===== config.mk =====
export PLATFORM = sky130hd
export DESIGN_NAME = sa_top
export DESIGN_NICKNAME = d
export VERILOG_FILES = /design/src/hdl/sa_pkg.sv /design/src/hdl/adc_mock.sv /design/src/hdl/az_sequencer.sv /design/src/hdl/clk_counter.sv /design/src/hdl/output_mux.sv /design/src/hdl/sa_top.sv /design/src/hdl/spi_reg_bank.sv
export SDC_FILE = /design/constraint.sdc
export NUM_CORES = 1
export LEC_CHECK = 0
export BUFFER_PORTS_ARGS = -buffer_cell sky130_fd_sc_hd__buf_2
export CAP_MARGIN = 40
export CORE_UTILIZATION = 58
export DETAILED_ROUTE_END_ITERATION = 10
export GPL_ROUTABILITY_DRIVEN = 1
export PLACE_DENSITY = 0.75
export SETUP_SLACK_MARGIN = 0.02
export SLEW_MARGIN = 20
export SYNTH_ARGS = -nofsm -noshare
export SYNTH_HDL_FRONTEND = slang
export SYNTH_SLANG_ARGS = --single-unit

===== constraint.sdc =====
create_clock -name clk -period 6.3 [get_ports clk]
set_clock_uncertainty 0.05 [all_clocks]
set_input_delay 0.315 -clock clk [delete_from_list [all_inputs] [get_ports clk]]
set_output_delay 0.315 -clock clk [all_outputs]
set_load 0.05 [all_outputs]

===== src/hdl/sa_pkg.sv =====
`default_nettype none
//////////////////////////////////////////////////
// shared constants for the measurement front end
// register map, output modes, sequencer states
//////////////////////////////////////////////////

package sa_pkg;

  localparam int REG_WIDTH = 24;       // every register and the spi data phase
  localparam int OUT_WIDTH = 20;       // board outputs, same as the direct bits
  localparam logic [7:0] MAGIC = 8'hAA;  // low byte of status

  // spi register addresses
  typedef enum logic [6:0] {
    REG_MODE      = 7'd0,
    REG_DIRECT    = 7'd1,
    REG_STATUS    = 7'd2,              // read only
    REG_ARM       = 7'd3,              // bit 0 is the arm level
    REG_PRECHARGE = 7'd4,
    REG_AZMUX_LO  = 7'd5,
    REG_AZMUX_HI  = 7'd6,
    REG_PC_HI     = 7'd7,
    REG_APERTURE  = 7'd8
  } reg_addr_e;

  // output mode select
  typedef enum logic [1:0] {
    MODE_DIRECT,                       // register drives pins
    MODE_LO,
    MODE_HI,
    MODE_AZ_TEST                       // sequencer drives pins
  } mode_e;

  // auto-zero sequencer
  typedef enum logic [2:0] {
    SA_IDLE,
    SA_PRECHARGE,
    SA_HI_TRIG,
    SA_HI_WAIT,
    SA_LO_TRIG,
    SA_LO_WAIT,
    SA_DONE
  } sa_state_e;

endpackage : sa_pkg

`default_nettype wire


===== src/hdl/adc_mock.sv =====
`timescale 1ns/10ps
`default_nettype none
//////////////////////////////////////////////////
// mock integrating adc
// valid pulse aperture + 1 clk after trigger
//////////////////////////////////////////////////

module adc_mock #(
  parameter int COUNT_WIDTH = 24
) (
  input  logic                   clk,
  input  logic                   arst_n_i,
  input  logic                   trig_i,
  input  logic [COUNT_WIDTH-1:0] aperture_i,    // aperture in clk
  output logic                   valid_o,
  output logic                   busy_o
);

  logic trig_q;                        // one clk setup before the aperture
  logic aperture_busy;

  always_ff @(posedge clk or negedge arst_n_i) begin
    if (!arst_n_i) begin
      trig_q <= 1'b0;
    end else begin
      trig_q <= trig_i;
    end
  end

  clk_counter #(
    .COUNT_WIDTH (COUNT_WIDTH)
  ) i_aperture (
    .clk      (clk),
    .arst_n_i (arst_n_i),
    .load_i   (trig_q),
    .value_i  (aperture_i),
    .busy_o   (aperture_busy),
    .done_o   (valid_o)               // end of aperture
  );

  assign busy_o = trig_q | aperture_busy;

  // sequencer must wait for valid before the next trigger
  a_trig_idle : assert property (
    @(posedge clk) disable iff (!arst_n_i) trig_i |-> !busy_o
  );

endmodule : adc_mock

`default_nettype wire


===== src/hdl/az_sequencer.sv =====
`timescale 1ns/10ps
`default_nettype none
//////////////////////////////////////////////////
// auto-zero acquisition fsm
// precharge, hi sample, lo sample, done
//////////////////////////////////////////////////

module az_sequencer
  import sa_pkg::*;
#(
  parameter int COUNT_WIDTH = 24
) (
  input  logic                   clk,
  input  logic                   arst_n_i,
  input  logic                   arm_i,
  input  logic                   adc_valid_i,
  input  logic [COUNT_WIDTH-1:0] precharge_i,   // precharge length in clk
  input  logic [3:0]             azmux_lo_i,
  input  logic [3:0]             azmux_hi_i,
  input  logic [1:0]             pc_hi_i,
  output logic [1:0]             sw_pc_o,
  output logic [3:0]             azmux_o,
  output logic                   adc_trig_o,
  output logic                   meas_complete_o,
  output sa_state_e              state_o,
  output logic [7:0]             sample_count_o
);

  sa_state_e  state_q, state_d;
  logic       pc_load, pc_done;
  logic       hi_phase;
  logic [7:0] count_q;

  // precharge timer
  clk_counter #(
    .COUNT_WIDTH (COUNT_WIDTH)
  ) i_pc_timer (
    .clk      (clk),
    .arst_n_i (arst_n_i),
    .load_i   (pc_load),
    .value_i  (precharge_i),
    .busy_o   (),
    .done_o   (pc_done)
  );

  //////////////////////////////////////////////////
  // next state
  always_comb begin
    state_d = state_q;
    pc_load = 1'b0;
    case (state_q)
      SA_IDLE: begin
        if (arm_i) begin
          state_d = SA_PRECHARGE;
          pc_load = 1'b1;              // timer starts on entry
        end
      end
      SA_PRECHARGE: begin
        if (pc_done) begin
          state_d = SA_HI_TRIG;
        end
      end
      SA_HI_TRIG: state_d = SA_HI_WAIT;
      SA_HI_WAIT: begin
        if (adc_valid_i) begin
          state_d = SA_LO_TRIG;
        end
      end
      SA_LO_TRIG: state_d = SA_LO_WAIT;
      SA_LO_WAIT: begin
        if (adc_valid_i) begin
          state_d = SA_DONE;
        end
      end
      SA_DONE: begin
        // disarm only seen here
        if (arm_i) begin
          state_d = SA_PRECHARGE;
          pc_load = 1'b1;
        end else begin
          state_d = SA_IDLE;
        end
      end
      default: state_d = SA_IDLE;
    endcase
  end

  always_ff @(posedge clk or negedge arst_n_i) begin
    if (!arst_n_i) begin
      state_q <= SA_IDLE;
      count_q <= '0;
    end else begin
      state_q <= state_d;
      if (state_q == SA_DONE) begin
        count_q <= count_q + 1'b1;     // wraps at 256
      end
    end
  end

  //////////////////////////////////////////////////
  // switch drive, decoded from state
  assign hi_phase = (state_q == SA_PRECHARGE) || (state_q == SA_HI_TRIG) ||
                    (state_q == SA_HI_WAIT);

  assign sw_pc_o         = hi_phase ? pc_hi_i : 2'b00;
  assign azmux_o         = hi_phase ? azmux_hi_i : azmux_lo_i;  // lo ref otherwise
  assign adc_trig_o      = (state_q == SA_HI_TRIG) || (state_q == SA_LO_TRIG);
  assign meas_complete_o = (state_q == SA_DONE);
  assign state_o         = state_q;
  assign sample_count_o  = count_q;

  // adc answers only while a wait state listens
  a_valid_in_wait : assert property (
    @(posedge clk) disable iff (!arst_n_i)
    adc_valid_i |-> (state_q == SA_HI_WAIT || state_q == SA_LO_WAIT)
  );

endmodule : az_sequencer

`default_nettype wire


===== src/hdl/clk_counter.sv =====
`timescale 1ns/10ps
`default_nettype none
//////////////////////////////////////////////////
// loadable down-counter with a done pulse
//////////////////////////////////////////////////

module clk_counter #(
  parameter int COUNT_WIDTH = 24
) (
  input  logic                   clk,
  input  logic                   arst_n_i,
  input  logic                   load_i,
  input  logic [COUNT_WIDTH-1:0] value_i,     // cycles until done
  output logic                   busy_o,
  output logic                   done_o
);

  logic [COUNT_WIDTH-1:0] cnt_q;

  always_ff @(posedge clk or negedge arst_n_i) begin
    if (!arst_n_i) begin
      cnt_q <= '0;
    end else if (load_i) begin
      cnt_q <= (value_i == '0) ? COUNT_WIDTH'(1) : value_i;  // zero runs as one
    end else if (cnt_q != '0) begin
      cnt_q <= cnt_q - 1'b1;
    end
  end

  assign busy_o = (cnt_q != '0);
  assign done_o = (cnt_q == COUNT_WIDTH'(1));  // last count, N cycles after load

  // no reload of a running timer
  a_no_load_busy : assert property (
    @(posedge clk) disable iff (!arst_n_i) load_i |-> !busy_o
  );

endmodule : clk_counter

`default_nettype wire


===== src/hdl/output_mux.sv =====
`timescale 1ns/10ps
`default_nettype none
//////////////////////////////////////////////////
// mode select for the board outputs, registered
//////////////////////////////////////////////////

module output_mux
  import sa_pkg::*;
(
  input  logic                 clk,
  input  logic                 arst_n_i,
  input  mode_e                mode_i,
  input  logic [OUT_WIDTH-1:0] direct_i,
  input  logic                 arm_i,
  input  sa_state_e            state_i,
  input  logic [7:0]           sample_count_i,
  input  logic [1:0]           sw_pc_i,
  input  logic [3:0]           azmux_i,
  input  logic                 meas_complete_i,
  output logic [3:0]           leds_o,
  output logic [7:0]           monitor_o,
  output logic [1:0]           sig_pc_sw_o,
  output logic [3:0]           azmux_o,
  output logic                 meas_complete_o,
  output logic                 spi_interrupt_o
);

  logic [OUT_WIDTH-1:0] sel_d, out_q;

  always_comb begin
    case (mode_i)
      MODE_DIRECT: sel_d = direct_i;
      MODE_LO:     sel_d = '0;
      MODE_HI:     sel_d = '1;
      MODE_AZ_TEST: begin
        sel_d = {1'b0,                 // spi_interrupt 19
                 meas_complete_i,      // 18
                 azmux_i,              // 17:14
                 sw_pc_i,              // 13:12
                 sample_count_i[3:0],  // monitor 7:4
                 1'b0,
                 state_i,              // monitor 2:0
                 3'b000,
                 arm_i};               // leds 0
      end
      default:     sel_d = '0;
    endcase
  end

  always_ff @(posedge clk or negedge arst_n_i) begin
    if (!arst_n_i) begin
      out_q <= '0;
    end else begin
      out_q <= sel_d;
    end
  end

  // pin map, leds and monitor in the low bits
  assign {spi_interrupt_o, meas_complete_o, azmux_o, sig_pc_sw_o, monitor_o, leds_o} = out_q;

endmodule : output_mux

`default_nettype wire


===== src/hdl/sa_top.sv =====
`timescale 1ns/10ps
`default_nettype none
//////////////////////////////////////////////////
// measurement front end top
// spi registers, az sequencer, mock adc, outputs
//////////////////////////////////////////////////

module sa_top
  import sa_pkg::*;
#(
  parameter int COUNT_WIDTH = 24       // not wider than REG_WIDTH
) (
  input  logic       clk,
  input  logic       arst_n_i,
  input  logic       sck_i,
  input  logic       sdi_i,
  input  logic       ss_n_i,
  output logic       sdo_o,
  input  logic [3:0] hw_flags_i,
  output logic [3:0] leds_o,
  output logic [7:0] monitor_o,
  output logic [1:0] sig_pc_sw_o,
  output logic [3:0] azmux_o,
  output logic       meas_complete_o,
  output logic       spi_interrupt_o
);

  logic [REG_WIDTH-1:0] reg_mode, reg_direct, reg_precharge, reg_aperture;
  logic [REG_WIDTH-1:0] reg_azmux_lo, reg_azmux_hi, reg_pc_hi;
  logic [REG_WIDTH-1:0] status;
  logic                 arm;
  mode_e                mode;

  logic                 adc_trig, adc_valid;
  logic [1:0]           sa_sw_pc;
  logic [3:0]           sa_azmux;
  logic                 sa_meas_complete;
  sa_state_e            sa_state;
  logic [7:0]           sa_count;

  // count, spare, state, flags, magic
  assign status = {sa_count, 1'b0, sa_state, hw_flags_i, MAGIC};
  assign mode   = mode_e'(reg_mode[1:0]);

  spi_reg_bank i_reg_bank (
    .clk         (clk),
    .arst_n_i    (arst_n_i),
    .sck_i       (sck_i),
    .sdi_i       (sdi_i),
    .ss_n_i      (ss_n_i),
    .sdo_o       (sdo_o),
    .status_i    (status),
    .mode_o      (reg_mode),
    .direct_o    (reg_direct),
    .arm_o       (arm),
    .precharge_o (reg_precharge),
    .azmux_lo_o  (reg_azmux_lo),
    .azmux_hi_o  (reg_azmux_hi),
    .pc_hi_o     (reg_pc_hi),
    .aperture_o  (reg_aperture)
  );

  az_sequencer #(
    .COUNT_WIDTH (COUNT_WIDTH)
  ) i_sequencer (
    .clk             (clk),
    .arst_n_i        (arst_n_i),
    .arm_i           (arm),
    .adc_valid_i     (adc_valid),
    .precharge_i     (reg_precharge[COUNT_WIDTH-1:0]),
    .azmux_lo_i      (reg_azmux_lo[3:0]),
    .azmux_hi_i      (reg_azmux_hi[3:0]),
    .pc_hi_i         (reg_pc_hi[1:0]),
    .sw_pc_o         (sa_sw_pc),
    .azmux_o         (sa_azmux),
    .adc_trig_o      (adc_trig),
    .meas_complete_o (sa_meas_complete),
    .state_o         (sa_state),
    .sample_count_o  (sa_count)
  );

  adc_mock #(
    .COUNT_WIDTH (COUNT_WIDTH)
  ) i_adc (
    .clk        (clk),
    .arst_n_i   (arst_n_i),
    .trig_i     (adc_trig),
    .aperture_i (reg_aperture[COUNT_WIDTH-1:0]),
    .valid_o    (adc_valid),
    .busy_o     ()
  );

  output_mux i_out_mux (
    .clk             (clk),
    .arst_n_i        (arst_n_i),
    .mode_i          (mode),
    .direct_i        (reg_direct[OUT_WIDTH-1:0]),
    .arm_i           (arm),
    .state_i         (sa_state),
    .sample_count_i  (sa_count),
    .sw_pc_i         (sa_sw_pc),
    .azmux_i         (sa_azmux),
    .meas_complete_i (sa_meas_complete),
    .leds_o          (leds_o),
    .monitor_o       (monitor_o),
    .sig_pc_sw_o     (sig_pc_sw_o),
    .azmux_o         (azmux_o),
    .meas_complete_o (meas_complete_o),
    .spi_interrupt_o (spi_interrupt_o)
  );

endmodule : sa_top

`default_nettype wire


===== src/hdl/spi_reg_bank.sv =====
`timescale 1ns/10ps
`default_nettype none
//////////////////////////////////////////////////
// spi slave, oversampled on clk
// register file, read-back shifter, arm level
//////////////////////////////////////////////////

module spi_reg_bank
  import sa_pkg::*;
(
  input  logic                 clk,
  input  logic                 arst_n_i,
  input  logic                 sck_i,
  input  logic                 sdi_i,
  input  logic                 ss_n_i,
  output logic                 sdo_o,
  input  logic [REG_WIDTH-1:0] status_i,
  output logic [REG_WIDTH-1:0] mode_o,
  output logic [REG_WIDTH-1:0] direct_o,
  output logic                 arm_o,
  output logic [REG_WIDTH-1:0] precharge_o,
  output logic [REG_WIDTH-1:0] azmux_lo_o,
  output logic [REG_WIDTH-1:0] azmux_hi_o,
  output logic [REG_WIDTH-1:0] pc_hi_o,
  output logic [REG_WIDTH-1:0] aperture_o
);

  localparam int FRAME_BITS = 32;      // 1 write flag, 7 addr, 24 data

  logic [2:0]            sck_sr;       // 2 sync flops + edge history
  logic [2:0]            ss_sr;
  logic [1:0]            sdi_sr;
  logic                  sck_rise, sck_fall, ss_s, ss_rise;
  logic [5:0]            bit_cnt;
  logic [FRAME_BITS-1:0] shift_q;      // incoming frame
  logic [REG_WIDTH-1:0]  rd_shift;     // outgoing data
  logic [REG_WIDTH-1:0]  rd_data;
  logic [6:0]            hdr_addr;
  logic                  hdr_done, rd_step, wr_commit;
  logic                  sdo_q;
  logic [REG_WIDTH-1:0]  reg_arm;

  //////////////////////////////////////////////////
  // sync and edge detect
  always_ff @(posedge clk or negedge arst_n_i) begin
    if (!arst_n_i) begin
      sck_sr <= 3'b000;                // sck idles low
      ss_sr  <= 3'b111;                // deselected
      sdi_sr <= 2'b00;
    end else begin
      sck_sr <= {sck_sr[1:0], sck_i};
      ss_sr  <= {ss_sr[1:0], ss_n_i};
      sdi_sr <= {sdi_sr[0], sdi_i};
    end
  end

  assign sck_rise = sck_sr[1] & ~sck_sr[2];
  assign sck_fall = ~sck_sr[1] & sck_sr[2];
  assign ss_s     = ss_sr[1];
  assign ss_rise  = ss_sr[1] & ~ss_sr[2];  // end of frame

  assign hdr_addr  = {shift_q[5:0], sdi_sr[1]};  // addr complete on the 8th rise
  assign hdr_done  = !ss_s && sck_rise && (bit_cnt == 6'd7);
  assign rd_step   = !ss_s && sck_fall && (bit_cnt >= 6'd8) && (bit_cnt < 6'd32);
  assign wr_commit = ss_rise && (bit_cnt == 6'd32) && shift_q[31];

  //////////////////////////////////////////////////
  // frame shifters
  always_ff @(posedge clk or negedge arst_n_i) begin
    if (!arst_n_i) begin
      bit_cnt <= '0;
      sdo_q   <= 1'b0;
    end else if (ss_s) begin
      bit_cnt <= '0;
      sdo_q   <= 1'b0;                 // low outside a frame
    end else begin
      if (sck_rise) begin
        bit_cnt <= bit_cnt + 1'b1;
      end
      if (sck_fall) begin
        sdo_q <= rd_step ? rd_shift[REG_WIDTH-1] : 1'b0;
      end
    end
  end

  always_ff @(posedge clk) begin
    if (!ss_s && sck_rise) begin
      shift_q <= {shift_q[FRAME_BITS-2:0], sdi_sr[1]};  // msb first
    end
    if (hdr_done) begin
      rd_shift <= rd_data;             // snapshot at end of header
    end else if (rd_step) begin
      rd_shift <= {rd_shift[REG_WIDTH-2:0], 1'b0};
    end
  end

  // read-back select
  always_comb begin
    case (reg_addr_e'(hdr_addr))
      REG_MODE:      rd_data = mode_o;
      REG_DIRECT:    rd_data = direct_o;
      REG_STATUS:    rd_data = status_i;
      REG_ARM:       rd_data = reg_arm;
      REG_PRECHARGE: rd_data = precharge_o;
      REG_AZMUX_LO:  rd_data = azmux_lo_o;
      REG_AZMUX_HI:  rd_data = azmux_hi_o;
      REG_PC_HI:     rd_data = pc_hi_o;
      REG_APERTURE:  rd_data = aperture_o;
      default:       rd_data = '0;    // unused addr
    endcase
  end

  //////////////////////////////////////////////////
  // register file, written when ss_n rises
  always_ff @(posedge clk or negedge arst_n_i) begin
    if (!arst_n_i) begin
      mode_o      <= '0;
      direct_o    <= '0;
      reg_arm     <= '0;
      precharge_o <= '0;
      azmux_lo_o  <= '0;
      azmux_hi_o  <= '0;
      pc_hi_o     <= '0;
      aperture_o  <= '0;
    end else if (wr_commit) begin
      case (reg_addr_e'(shift_q[30:24]))
        REG_MODE:      mode_o      <= shift_q[REG_WIDTH-1:0];
        REG_DIRECT:    direct_o    <= shift_q[REG_WIDTH-1:0];
        REG_ARM:       reg_arm     <= shift_q[REG_WIDTH-1:0];
        REG_PRECHARGE: precharge_o <= shift_q[REG_WIDTH-1:0];
        REG_AZMUX_LO:  azmux_lo_o  <= shift_q[REG_WIDTH-1:0];
        REG_AZMUX_HI:  azmux_hi_o  <= shift_q[REG_WIDTH-1:0];
        REG_PC_HI:     pc_hi_o     <= shift_q[REG_WIDTH-1:0];
        REG_APERTURE:  aperture_o  <= shift_q[REG_WIDTH-1:0];
        default: ;                     // status and unused ignore writes
      endcase
    end
  end

  assign arm_o = reg_arm[0];
  assign sdo_o = sdo_q;

  // master never clocks a 33rd bit
  a_frame_len : assert property (
    @(posedge clk) disable iff (!arst_n_i) (!ss_s && sck_rise) |-> (bit_cnt < 6'd32)
  );

endmodule : spi_reg_bank

`default_nettype wire


==> impl_metrics.yaml, run 1 <==
status:
  outcome: "finished, final reports clean"
die:
  rows: 60
  die_h_um: 167
  die_area_sq_um: 27900
  dieWidth_um: 167
  coreArea_sq_um: 26800
  start_util: 0.589
  io_pins: 30
layout:
  design_area_sq_um: 17600
  area_delta_synth_final_pct: 11.8
  insertedDiodeCount: 0
  fin_util: 0.658
  largest_register: "i_reg_bank.shift_q"
  drive_above_1_share: 0.264
  largest_register_ffs: 32
  num-nets-final: 1362
timing:
  relSlewSlack: 0.432
  rsz0062_at_grt: "false"
  hold_viol_final: 0
  tightest_slew_ns: 0.852
  slew_viol_final: 0
  setup-violations-final: 0
  clock.fmax_mhz: 342
  fin_crit_sh: 0.464
  finalCriticalPeriod_ns: 2.92
  fin_setup_tns_ns: 0
drt:
  wl_per_cell_um: 23.7
  vias_per_cell: 6.58
  met3_length_mm: 3.25
  routed.top_layer: "met4"
  met1_length_mm: 17.6
  vias: 11300
  drt-pass1-iter-count: 5
  wl_mm: 40.5
  drc_errors: 0
  routed-wl-met2_mm: 18.5
  drtAntennaViolNets: 0
  drt_iter0_drc: 1362
logic_synthesis:
  synth_top_area_frac: 0.450
  synthesis.nets: 1345
  ys_seq_elements: 343
  syn-cell-area_sq_um: 15800
  yosysMostFrequentCell: "dfrtp_1"
  synth-warning-count: 0
  syn-instance-count: 1327
  synth_area_leader_cell: "dfrtp_1"
  synth_edf_count: 56
  ys.flop_type: "dfrtp_1"
  ys_types: 65
  ys_top_cells_by_area: "dfrtp_1, mux2_2, edfxtp_1"
  syn_area_per_cell_sq_um: 11.9
  ys_seq_area_frac: 0.562
  synth_commonest_cells: "dfrtp_1, mux2_2, nor2_1, a21oi_1, clkbuf_1"
  synthArstFlopShare: 0.837
clocking:
  post_cts_buffers: 0
  clock_latency_ns: 0.53
  cts_buffers: 37
  clk_pin_slew_ns: 0.06
  cts_max_path_buffers: 3
  cts_resized: 0
  cts-root-buf: "clkbuf_16"
  cts.sinks: 343
  ctsHoldBuffers: 4
  htreeDepth: 2
  tritoncts: "built"
worst_setup_path:
  cp.required_ns: 6.68
  crit_type: "flop to flop"
  end_kind: "flop"
  path_cells: "clkinv_1, buf_16, nand2_1, or3_1, o21ai_0, a221oi_1"
  critical_path.max_stage_delay_ns: 0.85
  cp_slowest_cell: "dfrtp_1"
  crit_fanout: 27
  start_kind: "flop"
  critPathArrivalTime_ns: 3.31
grt:
  grt_usage: 0.296
  grt_pass1_wl_mm: 63.8
  grt-ovfl-total: 0
  grt_max_degree: 187
  grt_pass1_vias: 11000
  antenna_found_initial: 0
power:
  ir_drop_uv: 209
  p_leak_nw: 8.19
  total_power_mw: 4.62
  powerDensity_nw_per_um2: 262
job:
  cap_violations: 0
placed_design:
  dpl_cell_area_sq_um: 16200
  dp_hpwl_mm: 26.8
  gp_congestion: 0.929
  portBuffers: 29
min_path:
  hp-class: "flop to flop"
-- critical path, delay by kind of cell, from the launching register on --
family          cells  cell delay (ns)
simple gates        2             0.58
buf+inv             2             0.84
compound gates      2             0.48
flops               1             0.85
-- cell type report --
cell class                 count  area [sq um]
clock buffer                  52          1140
clock inverter                13           148
fill                        1958          9170
inverter                      24          90.1
multi-input combinational    880          6500
sequential                   343          8870
tap                          341           427
timing repair buffer          58           470
-- cells by family after synthesis --
logic type	share of synthesized area
flip-flops	0.562
AND/OR/NAND/NOR	0.111
AO/OA/AOI/OAI	0.106
multiplexers	0.168
buffers and inverters	0.0273
XOR/XNOR	0.0189
adder cells (fa/ha/maj)	0.00714
-- where the power goes --
group | switching [mW] | total (mW) | internal, mW | leakage (nW)
registers | 0.0164 | 2.28 | 2.26 | 4.49
logic | 0.0677 | 0.0878 | 0.0201 | 3.06
clock network | 0.875 | 2.26 | 1.38 | 0.642
-- through the flow --
| step | hold WS (ns) | std cells | worst slack (ns) |
|---|---|---|---|
| 3_5_place_dp | 0.294 | 1639 | 3.07 |
| 2_1_floorplan | -0.0306 | 1327 | 3.18 |
| 3_3_place_gp | 0.284 | 1636 | 3.14 |
| 4_1_cts | 0.307 | 1708 | 3.06 |
| 6_report | 0.304 | 1711 | 3.38 |
| 5_1_grt | 0.318 | 1711 | 3.18 |
-- layout by cell type, fill, tap and decap left out, drive strengths merged, types with 13 or more instances in the layout --
cell type,instances
xnor2,22
o21ai,49
a211oi,19
buf,54
nand2,63
clkbuf,52
mux2,221
nor4,34
nor3,39
edfxtp,56
or4,13
o22ai,18
nor2,99
a22oi,50
dfrtp,284
a21oi,75
nand3,25
inv,24
-- worst paths after layout --
check	startpoint	end	slack, ns	cells after the start
hold / removal	i_reg_bank.sdi_sr[0]	i_reg_bank.sdi_sr[1]	0.30	0
hold reg to reg	i_reg_bank.sdi_sr[0]	i_reg_bank.sdi_sr[1]	0.30	0
max in group asynchronous	arst_n_i	i_reg_bank.azmux_lo_o[23]	4.36	4
setup reg to reg	i_adc.trig_q	i_adc.i_aperture.cnt_q[6]	3.38	6
min in group asynchronous	arst_n_i	i_out_mux.out_q[3]	0.36	2
setup / recovery	i_adc.trig_q	i_adc.i_aperture.cnt_q[6]	3.38	6
-- routing by layer --
layer,track usage,vias up
met4,0.101,0
li1,-,4964
met3,0.0547,72
met5,0,-
met1,0.427,5715
met2,0.453,509
Power figures use the tool's default switching activity.
==> inputs of run 2 (changes only) <==
--- a/config.mk
+++ b/config.mk
@@ -5,12 +5,13 @@
 export SDC_FILE = /design/constraint.sdc
 export NUM_CORES = 1
 export LEC_CHECK = 0
+export ABC_AREA = 1
 export BUFFER_PORTS_ARGS = -buffer_cell sky130_fd_sc_hd__buf_2
 export CAP_MARGIN = 40
-export CORE_UTILIZATION = 58
+export CORE_UTILIZATION = 57
 export DETAILED_ROUTE_END_ITERATION = 10
 export GPL_ROUTABILITY_DRIVEN = 1
-export PLACE_DENSITY = 0.75
+export PLACE_DENSITY = 0.76
 export SETUP_SLACK_MARGIN = 0.02
 export SLEW_MARGIN = 20
 export SYNTH_ARGS = -nofsm -noshare
==> constraint.sdc (replaced) <==
create_clock -name clk -period 2.5 [get_ports clk]
set_clock_uncertainty 0.05 [all_clocks]
set_input_delay 0.125 -clock clk [delete_from_list [all_inputs] [get_ports clk]]
set_output_delay 0.125 -clock clk [all_outputs]
set_load 0.05 [all_outputs]
==> run 2 against run 1 <==
Total power is 140% higher. Via count is 28% higher. Critical path depth increased by 3. Worst hold slack worse by 0.19 ns. Wire length up 14%. First-iteration DRC count increased by 37%. Die area increased by 6.5%. Clock power is 130% higher. Worst setup slack got worse by 3.1 ns. Sequential power rose to 2.5 times the previous value. Critical endpoint is now i_reg_bank.rd_shift[23]. Largest cell class unchanged.
==> impl_metrics.yaml, run 2 <==
timing:
  hold_viol_final: 0
  layout_setup_ws_ns: 0.311
  relSlewSlack: 0.617
  clock.fmax_mhz: 457
  finalCriticalPeriod_ns: 2.19
  fin_setup_tns_ns: 0
  fin_crit_sh: 0.875
  slew_viol_final: 0
  tightest_slew_ns: 0.575
  setup-violations-final: 0
  rsz0062_at_grt: "false"
logic_synthesis:
  syn-instance-count: 2038
  ys_seq_area_frac: 0.537
  ys_top_cells_by_area: "dfrtp_1, nand2_1, edfxtp_1"
  synth_edf_count: 56
  synth_top_area_frac: 0.430
  yosysMostFrequentCell: "nand2_1"
  ys_seq_elements: 343
  syn-cell-area_sq_um: 16500
  synth_commonest_cells: "nand2_1, dfrtp_1, nand3_1, o21ai_0, nor2_1"
  synth_area_leader_cell: "dfrtp_1"
  ys_types: 40
  ys.flop_type: "dfrtp_1"
  syn_area_per_cell_sq_um: 8.11
  synthesis.nets: 2056
  synthArstFlopShare: 0.837
  synth-warning-count: 0
worst_setup_path:
  cp.required_ns: 2.83
  path_cells: "nand2_1, nor2_2, buf_4, nand3_1, nand2_1, nor2_1, nand3_1, nand2_1, nand2_1"
  rr_worst_depth: 9
  crit_family: "simple AND/OR/NAND/NOR gates"
  critical_path.max_stage_delay_ns: 0.44
  path_common_cell: "nand2_1"
  critPathArrivalTime_ns: 2.52
  cp.depth: 9
  start_kind: "flop"
  cp_slowest_cell: "dfrtp_1"
  end_kind: "flop"
  critPathBufInv: 1
  crit_fanout: 13
  crit_type: "flop to flop"
layout:
  fin_util: 0.646
  largest_register: "i_reg_bank.shift_q"
  largest_register_ffs: 32
  num-nets-final: 2079
  drive_above_1_share: 0.0801
  layout_commonest_cell: "nand2_1"
  insertedDiodeCount: 0
  area_delta_synth_final_pct: 10.2
  fillers: 2389
  design_area_sq_um: 18200
  final_cell_mix: "nand2_1, dfrtp_1, nand3_1"
drt:
  met3_length_mm: 4.54
  drc_errors: 0
  vias: 14400
  drt-pass1-iter-count: 6
  wl_mm: 46.3
  met1_length_mm: 19.6
  drtAntennaViolNets: 0
  routed-wl-met2_mm: 21.0
  routed.top_layer: "met4"
  vias_per_cell: 5.85
  wl_per_cell_um: 18.8
  drt_iter0_drc: 1864
placed_design:
  portBuffers: 29
  dp_slack_ns: 0.369
  dpl_cell_area_sq_um: 17000
  gp_congestion: 0.926
  dp_hpwl_mm: 31.4
power:
  total_power_mw: 11.2
  pwr-share-comb: 0.020
  powerDensity_nw_per_um2: 616
  p_leak_nw: 9.16
  internal_power_mw: 8.82
  sw_frac_of_total: 0.214
  ir_drop_uv: 385
  switchingPower_mw: 2.39
  p_seq_frac: 0.509
  clockPowerShare: 0.470
clocking:
  post_cts_buffers: 0
  clock_latency_ns: 0.52
  tritoncts: "built"
  cts_resized: 0
  cts_max_path_buffers: 3
  htreeDepth: 2
  cts-root-buf: "clkbuf_16"
  clk_pin_slew_ns: 0.06
  cts.sinks: 343
  cts_buffers: 36
die:
  coreArea_sq_um: 28200
  io_pins: 30
  dieWidth_um: 172
  rows: 61
  die_area_sq_um: 29700
  start_util: 0.587
  die_h_um: 172
grt:
  grt_pass1_vias: 13200
  grt_pass1_wl_mm: 73.4
  grt-ovfl-total: 0
  grt_usage: 0.325
  grt_max_degree: 83
  antenna_found_initial: 0
status:
  outcome: "finished, final reports clean"
min_path:
  holdPathStages: 7
  hp-class: "input pin to flop"
job:
  cap_violations: 0
[run 2: cell count changes after synthesis, moves of 33 or more]
cell / before / now
a21oi_1: 75 / 42
mux2_2: 221 / 1
nand3_1: 25 / 252
o21ai_0: 49 / 236
buf_2: 3 / 39
inv_1: 22 / 137
clkbuf_1: 69 / 30
nor2_1: 98 / 207
nand2_1: 63 / 590
a22oi_1: 50 / 1
[run 2: stage by stage]
step / cells / hold slack, ns
2_1_floorplan: 2038 / -0.221
3_3_place_gp: 2397 / 0.0786
3_5_place_dp: 2397 / 0.0833
4_1_cts: 2464 / 0.0941
5_1_grt: 2464 / 0.129
6_report: 2464 / 0.110
[run 2: layout make-up]
class | count | area [sq um] | share of cell area
Tap cell | 378 | 473 | 0.0260
Inverter | 148 | 556 | 0.0305
Timing Repair Buffer | 79 | 603 | 0.0331
Multi-Input combinational cell | 1453 | 6550 | 0.360
Clock buffer | 53 | 1080 | 0.0592
Clock inverter | 10 | 72.6 | 0.00399
Sequential cell | 343 | 8870 | 0.487
[run 2: worst paths after layout]
check,from,slack [ns],to
worst max-delay path,i_reg_bank.sdi_sr[1],0.31,i_reg_bank.rd_shift[23]
worst min-delay path,hw_flags_i[0],0.11,i_reg_bank.rd_shift[8]
worst max register to register,i_reg_bank.sdi_sr[1],0.31,i_reg_bank.rd_shift[23]
worst min register to register,i_reg_bank.ss_sr[0],0.31,i_reg_bank.ss_sr[1]
max in group asynchronous,arst_n_i,1.42,i_reg_bank.mode_o[16]
min in group asynchronous,arst_n_i,0.12,i_out_mux.out_q[4]
[run 2: timing repair]
action / CTS / global route
hold endpoints to repair: 87 / 0
endpoints found under the setup margin: 0 / 0
hold buffers: 4 / 0
[run 2: worst register-to-register path, cell delays in order (launching register included)]
cell and delay, ns:
dfrtp_1 0.44, nand2_1 0.32, nor2_2 0.43, buf_4 0.31, nand3_1 0.14, nand2_1 0.11, nor2_1 0.06, nand3_1 0.09
nand2_1 0.05, nand2_1 0.06
[run 2: routing by layer]
| metal | up-vias | track usage |
|---|---|---|
| li1 | 6705 | - |
| met1 | 6892 | 0.468 |
| met2 | 747 | 0.498 |
| met3 | 81 | 0.0632 |
| met4 | 0 | 0.102 |
| met5 | - | 0 |
[run 2: cell families after synthesis]
group | synth area share
simple gates | 0.287
flops | 0.537
compound gates | 0.0933
buf+inv | 0.0670
xor+xnor | 0.00848
fa+ha+maj | 0.00682
mux | 0.000682
[run 2: power groups by stage]
stage	sequential, mW	combinational, mW	clock, mW
3_5_place_dp	5.81	0.225	0
3_3_place_gp	5.81	0.222	0
4_1_cts	5.71	0.231	5.31
5_1_grt	5.71	0.255	5.52
6_report	5.71	0.229	5.27
2_1_floorplan	5.81	0.0659	0
==> inputs of run 3 (changes only) <==
==> constraint.sdc (replaced) <==
create_clock -name clk -period 2.5 [get_ports clk]
set_clock_uncertainty 0.05 [all_clocks]
set_input_delay 0.375 -clock clk [delete_from_list [all_inputs] [get_ports clk]]
set_output_delay 0.375 -clock clk [all_outputs]
set_load 0.05 [all_outputs]
==> run 3 against run 2 <==
Final area rose by 0.54%. Worst hold slack improved by 0.20 ns. Non-clock buffer count rose by 2. Wire length rose by 0.59%. Sequential share of layout area fell by 0.26 points. Largest cell class unchanged.
==> impl_metrics.yaml, run 3 (synthesis results as in run 2) <==
status:
  outcome: "finished, final reports clean"
layout:
  final_cell_mix: "nand2_1, dfrtp_1, nand3_1"
  insertedDiodeCount: 0
  fillers: 2313
  final_cells: 2471
  design_area_sq_um: 18300
  largest_register_ffs: 32
  largest_register: "i_reg_bank.shift_q"
  num-nets-final: 2082
  fin_util: 0.650
  layout_commonest_cell: "nand2_1"
  drive_above_1_share: 0.0831
  area_delta_synth_final_pct: 10.8
clocking:
  cts.sinks: 343
  cts_max_path_buffers: 3
  cts_resized: 0
  tritoncts: "built"
  clk_pin_slew_ns: 0.06
  cts_buffers: 37
  cts-root-buf: "clkbuf_16"
  htreeDepth: 2
  clock_latency_ns: 0.53
timing:
  fin_crit_sh: 0.868
  finalCriticalPeriod_ns: 2.17
  whs_ns: 0.306
  hold_viol_final: 0
  tightest_slew_ns: 0.546
  slew_viol_final: 0
  rsz0062_at_grt: "false"
  setup-violations-final: 0
  fin_setup_tns_ns: 0
  relSlewSlack: 0.634
  clock.fmax_mhz: 461
die:
  rows: 61
  die_h_um: 172
  io_pins: 30
  start_util: 0.587
  coreArea_sq_um: 28200
  die_area_sq_um: 29700
  dieWidth_um: 172
worst_setup_path:
  critPathBufInv: 3
  path_cells: "inv_2, nand2_1, nor2_4, buf_12, nand3_1, o21ai_0, inv_1, nand3_1, nand2_1, nand2_1"
  cp.required_ns: 2.85
  path_common_cell: "nand2_1"
  start_kind: "flop"
  cp_slowest_cell: "edfxtp_1"
  critical_path.max_stage_delay_ns: 0.42
  crit_type: "flop to flop"
  crit_fanout: 81
  critPathArrivalTime_ns: 2.52
  crit_family: "simple AND/OR/NAND/NOR gates"
  end_kind: "flop"
drt:
  routed.top_layer: "met4"
  vias: 14500
  drc_errors: 0
  wl_per_cell_um: 18.9
  wl_mm: 46.6
  met1_length_mm: 19.3
  met3_length_mm: 4.46
  drt_iter0_drc: 1855
  drtAntennaViolNets: 0
  vias_per_cell: 5.87
  drt-pass1-iter-count: 6
  routed-wl-met2_mm: 21.2
power:
  p_leak_nw: 9.21
  ir_drop_uv: 467
  powerDensity_nw_per_um2: 624
job:
  cap_violations: 0
placed_design:
  gp_congestion: 0.945
  portBuffers: 29
  place_inst: 2399
  dp_hpwl_mm: 31.5
  dpl_cell_area_sq_um: 17000
grt:
  grt-ovfl-total: 0
  grt_usage: 0.326
  grt_pass1_wl_mm: 74.0
  grt_max_degree: 82
  antenna_found_initial: 0
  grt_pass1_vias: 13600
min_path:
  hp-class: "flop to flop"
-- run 3: changes by cell type in the layout (fill, tap and decap cells not counted) --
cell / previous run / this run
clkbuf_8: 7 / 11
buf_4: 41 / 43
clkbuf_1: 8 / 10
clkbuf_16: 38 / 40
clkinv_1: 5 / 3
clkinv_2: 7 / 5
inv_6: 0 / 2
bufinv_16: 1 / 0
-- run 3: path summary, 6_finish.rpt --
check	start	to	slack, ns	cells past startpoint
worst max-delay path	i_reg_bank.shift_q[4]	i_reg_bank.rd_shift[14]	0.33	10
worst min-delay path	i_reg_bank.ss_sr[0]	i_reg_bank.ss_sr[1]	0.31	0
worst max register to register	i_reg_bank.shift_q[4]	i_reg_bank.rd_shift[14]	0.33	10
worst min register to register	i_reg_bank.ss_sr[0]	i_reg_bank.ss_sr[1]	0.31	0
max in group asynchronous	arst_n_i	i_reg_bank.ss_sr[0]	1.31	3
min in group asynchronous	arst_n_i	i_sequencer.state_o[2]	0.33	2
-- run 3: worst register-to-register path, delay by kind of cell (launching register included) --
family / cells / cell delay [ns]
AND/OR/NAND/NOR: 6 / 0.90
buffers and inverters: 3 / 0.57
flip-flops: 1 / 0.42
AO/OA/AOI/OAI: 1 / 0.12
-- run 3: what timing repair did --
| action | CTS | global route |
|---|---|---|
| endpoints found under the hold margin | 50 | 0 |
| setup endpoints to repair | 0 | 0 |
| hold buffers | 4 | 0 |
| setup buffers | 0 | 0 |
-- run 3: cell type report --
type | instances | area, sq um | share of cell area
clock inverter | 7 | 42.5 | 0.00233
inverter | 148 | 556 | 0.0304
multi-input combinational | 1453 | 6550 | 0.358
tap | 378 | 473 | 0.0259
clock buffer | 61 | 1190 | 0.0650
sequential | 343 | 8870 | 0.485
timing repair buffer | 81 | 618 | 0.0338
-- run 3: per-stage QoR --
stage	setup WS [ns]	total power, mW
global route	0.175	11.7
CTS	0.370	11.5
global placement	0.414	6.04
detailed placement	0.416	6.04
finish	0.330	11.4
floorplan	0.228	5.88
-- run 3: metal layers --
metal | global-route usage | vias to the layer above
li1 | - | 6712
met1 | 0.450 | 6891
met2 | 0.508 | 764
met3 | 0.0666 | 137
met4 | 0.122 | 0
met5 | 0 | -
-- run 3: power breakdown --
group,total [mW],switching [mW],internal [mW]
clock network,5.47,2.21,3.26
logic,0.233,0.189,0.0436
registers,5.71,0.0156,5.69
